## src/rtl/bpu_cfg_pkg.sv

```systemverilog
////////////////////
// Geometry of the branch prediction unit
// Byte addresses, 4-byte instructions, 16-byte lines, 4 KiB pages
// FTB_DEPTH must be a power of two
////////////////////

`default_nettype none

package bpu_cfg_pkg;

    // Address and table sizing
    localparam int ADDR_WIDTH      = 32;
    localparam int FTB_DEPTH       = 64;
    localparam int CTR_WIDTH       = 2;

    // Fetch block and memory geometry
    localparam int INSTR_PER_BLOCK = 4;
    localparam int PAGE_BITS       = 12;
    localparam int LINE_BITS       = 4;

endpackage

`default_nettype wire

```

## src/rtl/bpu_types_pkg.sv

```systemverilog
////////////////////
// FTB entry and counter types
// Tag width is fixed by the default FTB depth
////////////////////

`default_nettype none

package bpu_types_pkg;

    import bpu_cfg_pkg::*;

    // Upper PC bits above index and byte offset
    localparam int TAG_WIDTH = ADDR_WIDTH - $clog2(FTB_DEPTH) - 2;

    typedef struct packed {
        logic                  valid;
        logic [TAG_WIDTH-1:0]  tag;
        logic                  is_conditional;
        logic [ADDR_WIDTH-1:0] jump_target;
        logic [ADDR_WIDTH-1:0] fall_through;
    } ftb_entry_t;

    typedef logic [CTR_WIDTH-1:0] ctr_t;

    localparam ftb_entry_t FTB_RESET_ENTRY = '0;
    // Weakly not taken
    localparam ctr_t       CTR_RESET       = ctr_t'(1);

endpackage

`default_nettype wire

```

## src/rtl/fetch_block_gen.sv

```systemverilog
////////////////////
// Fetch block former, purely combinational
// Assumes pc_i is 4-byte aligned
// Block fields other than valid are don't-care while the FTQ is full
////////////////////

`timescale 1ns/1ps
`default_nettype none

module fetch_block_gen (
    input  logic [bpu_cfg_pkg::ADDR_WIDTH-1:0]                pc_i,
    input  logic                                              ftq_full_i,
    input  logic                                              ftb_hit_i,
    input  bpu_types_pkg::ftb_entry_t                         ftb_entry_i,
    input  bpu_types_pkg::ctr_t                               ctr_i,
    output logic                                              blk_valid_o,
    output logic [bpu_cfg_pkg::ADDR_WIDTH-1:0]                blk_start_pc_o,
    output logic [$clog2(bpu_cfg_pkg::INSTR_PER_BLOCK+1)-1:0] blk_length_o,
    output logic                                              blk_cross_line_o,
    output logic                                              blk_taken_o,
    output logic                                              redirect_o,
    output logic [bpu_cfg_pkg::ADDR_WIDTH-1:0]                redirect_pc_o
);

    import bpu_cfg_pkg::*;
    import bpu_types_pkg::*;

    localparam int LEN_W  = $clog2(INSTR_PER_BLOCK + 1);
    localparam int SLOT_W = PAGE_BITS - 2;

    logic                  taken;
    logic [ADDR_WIDTH-1:0] taken_span;
    logic [ADDR_WIDTH-1:0] last_instr_pc;
    logic                  taken_cross;
    logic [SLOT_W:0]       slots_left;
    logic                  page_cut;
    logic [LEN_W-1:0]      seq_len;
    logic                  seq_cross;

    // Conditional entries follow the counter's top bit
    assign taken = ftb_hit_i && (!ftb_entry_i.is_conditional || ctr_i[CTR_WIDTH-1]);

    ////////////////////
    // Taken block
    ////////////////////

    assign taken_span    = ftb_entry_i.fall_through - pc_i;
    assign last_instr_pc = ftb_entry_i.fall_through - ADDR_WIDTH'(4);
    assign taken_cross   = pc_i[ADDR_WIDTH-1:LINE_BITS]
                           != last_instr_pc[ADDR_WIDTH-1:LINE_BITS];

    ////////////////////
    // Sequential block
    ////////////////////

    // Instruction slots left before the page boundary
    assign slots_left = {1'b1, {SLOT_W{1'b0}}} - {1'b0, pc_i[PAGE_BITS-1:2]};
    assign page_cut   = slots_left < (SLOT_W+1)'(INSTR_PER_BLOCK);
    assign seq_len    = page_cut ? slots_left[LEN_W-1:0] : LEN_W'(INSTR_PER_BLOCK);
    assign seq_cross  = (pc_i[LINE_BITS-1:0] != '0) && !page_cut;

    // Outputs, masked by the FTQ full flag
    assign blk_valid_o      = !ftq_full_i;
    assign blk_start_pc_o   = pc_i;
    assign blk_length_o     = taken ? taken_span[LEN_W+1:2] : seq_len;
    assign blk_cross_line_o = taken ? taken_cross : seq_cross;
    assign blk_taken_o      = taken;
    assign redirect_o       = taken && !ftq_full_i;
    assign redirect_pc_o    = redirect_o ? ftb_entry_i.jump_target : '0;

endmodule

`default_nettype wire

```

## config.mk

```make
export PLATFORM = sky130hd
export DESIGN_NAME = fetch_block_gen
export DESIGN_NICKNAME = d
export VERILOG_FILES = /design/src/rtl/bpu_cfg_pkg.sv /design/src/rtl/bpu_types_pkg.sv /design/src/rtl/fetch_block_gen.sv
export SDC_FILE = /design/constraint.sdc
export NUM_CORES = 1
export LEC_CHECK = 0
export ABC_CLOCK_PERIOD_IN_PS = 2400
export BUFFER_PORTS_ARGS = -buffer_cell sky130_fd_sc_hd__clkbuf_2
export CORE_MARGIN = 2
export CORE_UTILIZATION = 32
export DETAILED_ROUTE_END_ITERATION = 10
export PLACE_DENSITY_LB_ADDON = 0.08
export SYNTH_ARGS = -nofsm -noshare
export SYNTH_HDL_FRONTEND = slang
export SYNTH_SLANG_ARGS = --single-unit
```

## constraint.sdc

```tcl
create_clock -name vclk -period 2.4
set_input_delay 0.24 -clock vclk [all_inputs]
set_output_delay 0.24 -clock vclk [all_outputs]
set_load 0.05 [all_outputs]
```

==> out/metrics.yaml <==
crit_path_end_kind: "output port"
syn_area_um2: 1690
worstSetupEndpoint: "blk_cross_line_o"
routed_via_density: 4.83
port_buffers: 171
worst_slack_ps: -275
power_mw: 0.617
fin_cells: 488
ys_types: 47
required_ps: 2160
finalCritPeriodShare_pct: 111
max_cap_violations: 0
leakage_nw: 1.51
final_cell_mix: "clkbuf_2, buf_4, and3_1"
gp_congestion: 0.850
fmax_mhz: 374
die_area_um2: 5880
setup_viol: 1
violations: "negative setup slack"
drive_gt1_share_pct: 53.6
antenna_left: 0
arrival_ps: 2430
fillCellCount: 542
drt_pass1_iterations: 4
hpwl_um: 5340
place_area_um2: 2680
power.density_nw_per_um2: 225
core-area_um2: 5110
multiInputGateArea_um2: 1450
grt_pass1_wl_um: 9560
initial_core_util_pct: 33.1
worst_pin_slew_ps: 633
grt_setup_unrepaired: "true"
fin_setup_tns_ps: -275
status: "finished, violations left"
drc: 0
grt_pass1_vias: 2203
vias: 2356
die_h_um: 76.7
n_clock_buffer: 0
core.rowCount: 26
regArea_um2: 0
syn_to_final_growth_pct: 62.1
min_period_ps: 2670
insertedDiodeCount: 0
die-width_um: 76.7
irDropWorstVdd_mv: 0.203
wl_per_cell_um: 12.1
seq_area_frac_synth_pct: 0
finalWirelength_um: 5900
layout_commonest_cell: "clkbuf_2"
finalNetCount: 550
critical_path.startpoint_type: "primary input"
hold_viol: 0
hold_buffers: 0
grt_max_degree: 37
syn_inst: 246
avgSynthCellArea_um2: 6.88
startpoint: "ftb_entry_i[4]"
drt-initial-drc-count: 56
ios: 197
path_max_fanout: 4
slew_viol_final: 0
critPathKind: "in2out"
holdCritPathClass: "in2out"
yosysWarnings: 0
maxSlewHeadroom_pct: 57.7
syn-num-nets: 376
final_cell_area_um2: 2740
overflow: 0
antenna_found_initial: 0
seq_cells: 0
post-place-cells: 486
track_usage_pct: 18.9
## metrics by stage
stage	setup slack (ps)	hold WS, ps	utilization [%]
3_5_place_dp	-516	804	52.5
5_1_grt	-370	809	53.7
2_1_floorplan	-155	647	-
3_3_place_gp	-477	802	52.5
4_1_cts	-286	805	53.7
6_report	-275	802	53.7
## cell usage after synthesis, types with 2 or more instances
| library cell | number | area, µm² |
|---|---|---|
| o31ai_1 | 2 | 15.0 |
| o21ai_0 | 12 | 60.1 |
| nor3_1 | 6 | 30.0 |
| nor2b_1 | 5 | 31.3 |
| nand3_1 | 8 | 40.0 |
| o211ai_1 | 3 | 22.5 |
| o22ai_1 | 3 | 18.8 |
| nand2b_1 | 4 | 25.0 |
| nand4_1 | 3 | 18.8 |
| inv_1 | 11 | 41.3 |
| nor3b_1 | 2 | 15.0 |
| a21oi_1 | 9 | 45.0 |
| or4_1 | 3 | 22.5 |
| clkbuf_1 | 6 | 22.5 |
| nand4b_1 | 2 | 17.5 |
| ha_1 | 4 | 50.1 |
| nor4_4 | 2 | 42.5 |
| a22oi_1 | 2 | 15.0 |
| xnor2_1 | 19 | 166 |
| nor4_2 | 2 | 25.0 |
| buf_4 | 32 | 240 |
| and3_1 | 32 | 200 |
| nor4_1 | 3 | 18.8 |
| xor2_1 | 12 | 105 |
| nor2_1 | 15 | 56.3 |
| mux2i_1 | 7 | 70.1 |
| nor4b_1 | 2 | 17.5 |
| nand2_1 | 16 | 60.1 |
## worst max-delay path, cell delays in order
cell and delay, ps:
clkbuf_8 120, or4_4 540, or3_4 370, a21oi_2 130
a41o_1 130, nand4b_1 180, a2111oi_4 380, a41oi_4 160
buf_8 180
## power breakdown
part / total [mW] / leakage (nW) / internal (mW) / switching [mW]
logic: 0.617 / 1.51 / 0.216 / 0.401
clock network: 0 / 0 / 0 / 0
registers: 0 / 0 / 0 / 0
## area by class of cell
cell class                 instances  share of cell area [%]
inverter                          11                    1.51
tap                               70                    3.19
multi-input combinational        197                    52.7
timing repair buffer             210                    42.6
## kinds of logic (layout without fill, tap and decap cells)
| group | count (synthesis) | count (layout) | synth area share [%] |
|---|---|---|---|
| AO/OA/AOI/OAI | 43 | 43 | 17.9 |
| XOR/XNOR | 31 | 31 | 16.1 |
| adder cells (fa/ha/maj) | 4 | 4 | 2.96 |
| buffers and inverters | 49 | 221 | 18.0 |
| multiplexers | 7 | 7 | 4.14 |
| AND/OR/NAND/NOR | 112 | 112 | 41.0 |
## routing by layer
layer / GRT usage, % / share of wire (%) / up-vias
li1: - / - / 1219
met5: 0 / 0 / -
met4: 3.64 / 2.3 / 0
met2: 37.1 / 51 / 101
met1: 22.2 / 40 / 1026
met3: 1.41 / 6.2 / 10
## worst min-delay path by stage
stage               startpoint                  to  slack, ps  cells past startpoint
global placement      pc_i[30]  blk_start_pc_o[30]        800                      2
floorplan              pc_i[0]   blk_start_pc_o[0]        650                      1
global route          pc_i[27]  blk_start_pc_o[27]        810                      2
CTS                   pc_i[27]  blk_start_pc_o[27]        800                      2
detailed placement    pc_i[19]  blk_start_pc_o[19]        800                      2
finish                pc_i[27]  blk_start_pc_o[27]        800                      2
## repair_timing
| item | 4_1_cts | 5_1_grt |
|---|---|---|
| pin swaps | 4 | 0 |
| gates cloned | 0 | 0 |
| setup buffers | 2 | 0 |
| endpoints found under the setup margin | 1 | 1 |
| gates resized for setup | 10 | 2 |
Power figures use the tool's default switching activity.
