--- src/rtl/bpu_cfg_pkg.sv ---
////////////////////
// Geometry of the branch prediction unit
// Byte addresses, 4-byte instructions, 16-byte lines, 4 KiB pages
// FTB_DEPTH must be a power of two
////////////////////

`default_nettype none

package bpu_cfg_pkg;

    // Address and table sizing
    localparam int ADDR_WIDTH      = 32;
    localparam int FTB_DEPTH       = 64;
    localparam int CTR_WIDTH       = 2;

    // Fetch block and memory geometry
    localparam int INSTR_PER_BLOCK = 4;
    localparam int PAGE_BITS       = 12;
    localparam int LINE_BITS       = 4;

endpackage

`default_nettype wire

--- src/rtl/bpu_types_pkg.sv ---
////////////////////
// FTB entry and counter types
// Tag width is fixed by the default FTB depth
////////////////////

`default_nettype none

package bpu_types_pkg;

    import bpu_cfg_pkg::*;

    // Upper PC bits above index and byte offset
    localparam int TAG_WIDTH = ADDR_WIDTH - $clog2(FTB_DEPTH) - 2;

    typedef struct packed {
        logic                  valid;
        logic [TAG_WIDTH-1:0]  tag;
        logic                  is_conditional;
        logic [ADDR_WIDTH-1:0] jump_target;
        logic [ADDR_WIDTH-1:0] fall_through;
    } ftb_entry_t;

    typedef logic [CTR_WIDTH-1:0] ctr_t;

    localparam ftb_entry_t FTB_RESET_ENTRY = '0;
    // Weakly not taken
    localparam ctr_t       CTR_RESET       = ctr_t'(1);

endpackage

`default_nettype wire

--- src/rtl/bimodal_predictor.sv ---
////////////////////
// Untagged bimodal direction predictor
// Only conditional updates touch the counters
////////////////////

`timescale 1ns/1ps
`default_nettype none

module bimodal_predictor #(
    parameter int DEPTH = bpu_cfg_pkg::FTB_DEPTH
) (
    input  logic                               clk,
    input  logic                               rst_i,
    // Query
    input  logic [bpu_cfg_pkg::ADDR_WIDTH-1:0] query_pc_i,
    output bpu_types_pkg::ctr_t                ctr_o,
    // Update
    input  logic                               upd_we_i,
    input  logic                               upd_conditional_i,
    input  logic                               upd_taken_i,
    input  logic [bpu_cfg_pkg::ADDR_WIDTH-1:0] upd_pc_i
);

    import bpu_types_pkg::*;

    localparam int   IDX_W   = $clog2(DEPTH);
    localparam ctr_t CTR_MAX = '1;

    logic [IDX_W-1:0] query_idx;
    logic [IDX_W-1:0] upd_idx;
    logic             ctr_we;
    ctr_t             ctr_cur;
    ctr_t             ctr_nxt;

    assign query_idx = query_pc_i[IDX_W+1:2];
    assign upd_idx   = upd_pc_i[IDX_W+1:2];
    assign ctr_we    = upd_we_i & upd_conditional_i;

    // Saturating step from the value stored at the update index
    always_comb begin
        if (upd_taken_i) begin
            ctr_nxt = (ctr_cur == CTR_MAX) ? ctr_cur : ctr_cur + 1'b1;
        end else begin
            ctr_nxt = (ctr_cur == '0) ? ctr_cur : ctr_cur - 1'b1;
        end
    end

    pred_table #(
        .DEPTH     (DEPTH),
        .entry_t   (ctr_t),
        .RESET_VAL (CTR_RESET)
    ) u_table (
        .clk          (clk),
        .rst_i        (rst_i),
        .rd_idx_i     (query_idx),
        .rd_data_o    (ctr_o),
        .wr_en_i      (ctr_we),
        .wr_idx_i     (upd_idx),
        .wr_data_i    (ctr_nxt),
        .wr_rd_data_o (ctr_cur)
    );

endmodule

`default_nettype wire

--- src/rtl/pred_table.sv ---
////////////////////
// Direct-mapped register table, one read and one write port
// Reads are combinational, writes land on the next edge
// Reset loads RESET_VAL into every slot
////////////////////

`timescale 1ns/1ps
`default_nettype none

module pred_table #(
    parameter int     DEPTH     = bpu_cfg_pkg::FTB_DEPTH,
    parameter type    entry_t   = logic [bpu_cfg_pkg::CTR_WIDTH-1:0],
    parameter entry_t RESET_VAL = '0
) (
    input  logic                     clk,
    input  logic                     rst_i,
    input  logic [$clog2(DEPTH)-1:0] rd_idx_i,
    output entry_t                   rd_data_o,
    input  logic                     wr_en_i,
    input  logic [$clog2(DEPTH)-1:0] wr_idx_i,
    input  entry_t                   wr_data_i,
    output entry_t                   wr_rd_data_o
);

    entry_t mem [DEPTH];

    // Prediction read
    assign rd_data_o    = mem[rd_idx_i];
    // Current slot contents for read-modify-write
    assign wr_rd_data_o = mem[wr_idx_i];

    always_ff @(posedge clk) begin
        if (rst_i) begin
            for (int i = 0; i < DEPTH; i++) begin
                mem[i] <= RESET_VAL;
            end
        end else if (wr_en_i) begin
            mem[wr_idx_i] <= wr_data_i;
        end
    end

endmodule

`default_nettype wire

--- config.mk ---
export PLATFORM = sky130hd
export DESIGN_NAME = bimodal_predictor
export DESIGN_NICKNAME = d
export VERILOG_FILES = /design/src/rtl/bpu_cfg_pkg.sv /design/src/rtl/bpu_types_pkg.sv /design/src/rtl/bimodal_predictor.sv /design/src/rtl/pred_table.sv
export SDC_FILE = /design/constraint.sdc
export NUM_CORES = 1
export LEC_CHECK = 0
export BUFFER_PORTS_ARGS = -buffer_cell sky130_fd_sc_hd__buf_2
export CELL_PAD_IN_SITES_DETAIL_PLACEMENT = 0
export CELL_PAD_IN_SITES_GLOBAL_PLACEMENT = 1
export CORE_UTILIZATION = 48
export CTS_CLUSTER_SIZE = 16
export DETAILED_ROUTE_END_ITERATION = 8
export PLACE_DENSITY = 0.8
export SLEW_MARGIN = 10
export SYNTH_ARGS = -nofsm -noshare
export SYNTH_HDL_FRONTEND = slang
export SYNTH_HIERARCHICAL = 1
export SYNTH_SLANG_ARGS = --single-unit
--- constraint.sdc ---
create_clock -name clk -period 3.61 [get_ports clk]
set_input_delay 0.1805 -clock clk [delete_from_list [all_inputs] [get_ports clk]]
set_output_delay 0.1805 -clock clk [all_outputs]
set_load 0.05 [all_outputs]
==> qor.yml <==
status: "finished, final reports clean"
drtIter0Drc: 873
cts_made_buffers: 17
finalSetupTns_ns: 0
p_sw_mw: 0.8957
cts.clk_slew.worst_paths_ns: 0.06
switching_share_pct: 24.68
grt_use_total_pct: 30.04
internal_power_mw: 2.734
cap_violations: 0
yosysUniqueCellTypes: 53
drv_slew: 0
cts_hold_buf: 0
power_mw: 3.629
io_pins: 71
crit_type: "flip-flop to flip-flop"
largestRegisters: "u_table/mem: 128 flops"
die_area_um2: 15850
rrSetupSlack_ns: 0.24
cp.required_ns: 3.75
ys_ff_latch: 128
largest-register: "u_table/mem"
cts_root_buf: "clkbuf_16"
fin_worst_skew_ns: 0.01647
dpl_cell_area_um2: 7786
cp-start-kind: "flip-flop"
min_from: "upd_pc_i[7]"
largest_register_ff_count: 128
tightest_slew_ns: 0.8659
powerDensity_nw_per_um2: 436.5
synth-edff-count: 128
critPathCaptureType: "flip-flop"
gp_congestion: 0.8829
antennaDiodeCount: 0
port_buffers: 18
pwr-share-seq_pct: 46.2
cts_max_path_buffers: 2
vias_per_cell: 6.704
timing.rr.start: "u_table/mem[5][1]"
synth_area_per_cell_um2: 11.46
final.min_clock_period_ns: 3.369
drive_above_1_share_pct: 22.90
synthCells: 643
cts_resized: 0
fin_crit_sh_pct: 93.32
slew_headroom_pct: 42.27
dp_hpwl_mm: 15.60
cts.htree.levels: 4
synth_nets: 712
final-hold-violation-count: 0
p_clk_share_pct: 42.8
nets: 733
clkSinkCount: 128
fin_area_um2: 8315
worst-path-max-fanout: 8
ys.flop_type: "edfxtp_1"
mappedNetlistArea_um2: 7368
hold_end: "u_table/mem[4][0]"
first_pass_iters: 6
reg2reg_depth: 10
drc: 0
ir_drop_v: 0.0003074
grt_pass1_wl_mm: 34.22
drt_wl_total_mm: 22.33
ant_nets: 0
grt_antenna_before_repair: 0
reg2reg_to: "u_table/mem[24][0]"
cts_tree: "yes"
ys.warnings.count: 6
finalSetupViolations: 0
area_growth_pct: 12.85
fmax_mhz: 296.8
leakagePower_nw: 2.633
rsz0062_at_grt: "false"
fp.dieH_um: 125.9
hold_depth: 4
grt_pass1_vias: 5672
wire_per_inst_um: 25.93
power_frac_comb_pct: 11.0
clk_latency_ns: 0.43
ys_seq_area_share_pct: 52.17
cp.arrival_ns: 3.51
cts_setup_buffers: 0
die_w_um: 125.9
vias: 5772
hold_path_class: "input port to flip-flop"
grt_start_max_net_pins: 38
start_util_pct: 49.94
async_reset_ff_share_pct: 0
grt.overflow.total: 0
rows: 44
core_area_um2: 14750
cells by family (layout without fill, tap and decap cells):
logic type               after synthesis  in the layout  synth area share [%]
AO/OA/AOI/OAI                         92             92                 7.607
adder cells (fa/ha/maj)                2              2                0.3056
buffers and inverters                 64             98                 3.770
flip-flops                           128            128                 52.17
multiplexers                          83             83                 20.17
AND/OR/NAND/NOR                      274            274                 15.98
worst max-delay path: stages (launching register included):
cell	delay, ns
edfxtp_1	0.41
mux4_1	0.51
mux2_2	0.28
a22oi_1	0.24
o21ai_1	0.09
or4b_1	0.57
maj3_2	0.44
buf_4	0.20
nor2_1	0.10
buf_4	0.18
nand2_1	0.06
power by group through the flow:
| stage | sequential, mW | combinational [mW] | clock (mW) |
|---|---|---|---|
| after floorplan | 1.70 | 0.260 | 0 |
| final | 1.68 | 0.401 | 1.55 |
| after global routing | 1.68 | 0.422 | 1.63 |
| after CTS | 1.68 | 0.392 | 1.57 |
| after global placement | 1.70 | 0.384 | 0 |
| after detailed placement | 1.71 | 0.391 | 0 |
per-stage QoR:
step                      setup WS [ns]  hold slack [ns]  instances  utilization [%]
after floorplan                  0.3850           0.6195        643                -
final                            0.2410           0.3935        861            56.36
after CTS                        0.2644           0.3660        861            56.36
after detailed placement         0.1542           0.8118        829            52.77
after global routing             0.1689           0.4101        861            56.36
after global placement           0.1744           0.8079        829            52.77
per-layer routing:
metal | part of all wire (%) | global-route usage (%)
met1 | 38 | 39.35
met2 | 48 | 47.97
met3 | 11 | 6.797
met4 | 3.2 | 13.68
met5 | 0 | 0
cell type report:
type | count | area [um2]
Clock buffer | 18 | 429.2
Tap cell | 184 | 230.2
Timing Repair Buffer | 60 | 442.9
Sequential cell | 128 | 3844
Fill cell | 1230 | 6439
Clock inverter | 14 | 100.1
Inverter | 6 | 22.52
Multi-Input combinational cell | 451 | 3247
cells in the final DEF (no fill, tap or decap), types with 3 or more instances in the layout:
cell        netlist  final
a31oi_1           7      7
nand3b_1          5      5
buf_12            0      3
buf_4             3     39
a221oi_1          5      5
a21oi_1          11     11
clkinv_2          0      8
and3_1            5      5
nand2b_1          4      4
clkinvlp_4        0      3
or2_2             3      3
nor2_1           86     86
nand2_1         135    135
or3_1             3      3
nor3_1            3      3
clkbuf_16         0     17
nor2b_1           7      7
buf_2            15     18
nor3b_1           4      4
o21ai_0          43     43
inv_1             5      5
nand3_1           6      6
mux2i_1          21     21
edfxtp_1        128    128
mux4_2           46     46
o22ai_1           7      7
mux2_2           12     12
and2_1            3      3
clkinv_1          1      3
mux4_1            4      4
cells in the mapped netlist (4+ instances only):
| cell | n | area (um2) |
|---|---|---|
| nand2_1 | 135 | 506.7 |
| edfxtp_1 | 128 | 3844 |
| nor2_1 | 86 | 322.8 |
| mux4_2 | 46 | 1036 |
| o21ai_0 | 43 | 215.2 |
| clkbuf_1 | 33 | 123.9 |
| mux2i_1 | 21 | 210.2 |
| buf_2 | 15 | 75.07 |
| mux2_2 | 12 | 135.1 |
| a21oi_1 | 11 | 55.05 |
| a31oi_1 | 7 | 43.79 |
| nor2b_1 | 7 | 43.79 |
| o22ai_1 | 7 | 43.79 |
| buf_1 | 6 | 22.52 |
| nand3_1 | 6 | 30.03 |
| a221oi_1 | 5 | 43.79 |
| and3_1 | 5 | 31.28 |
| inv_1 | 5 | 18.77 |
| nand3b_1 | 5 | 37.54 |
| mux4_1 | 4 | 105.1 |
| nand2b_1 | 4 | 25.02 |
| nor3b_1 | 4 | 30.03 |
worst max path at each step:
| stage | startpoint | to | slack (ns) | cells past startpoint |
|---|---|---|---|---|
| global placement | upd_pc_i[2] | u_table/mem[22][0] | 0.17 | 11 |
| detailed placement | upd_pc_i[2] | u_table/mem[22][0] | 0.15 | 11 |
| global route | u_table/mem[5][1] | u_table/mem[24][0] | 0.17 | 10 |
| finish | u_table/mem[5][1] | u_table/mem[24][0] | 0.24 | 10 |
| CTS | u_table/mem[5][1] | u_table/mem[24][0] | 0.26 | 10 |
| floorplan | u_table/mem[5][1] | u_table/mem[0][0] | 0.39 | 8 |
Note: power is estimated with default switching activity, not from simulation.
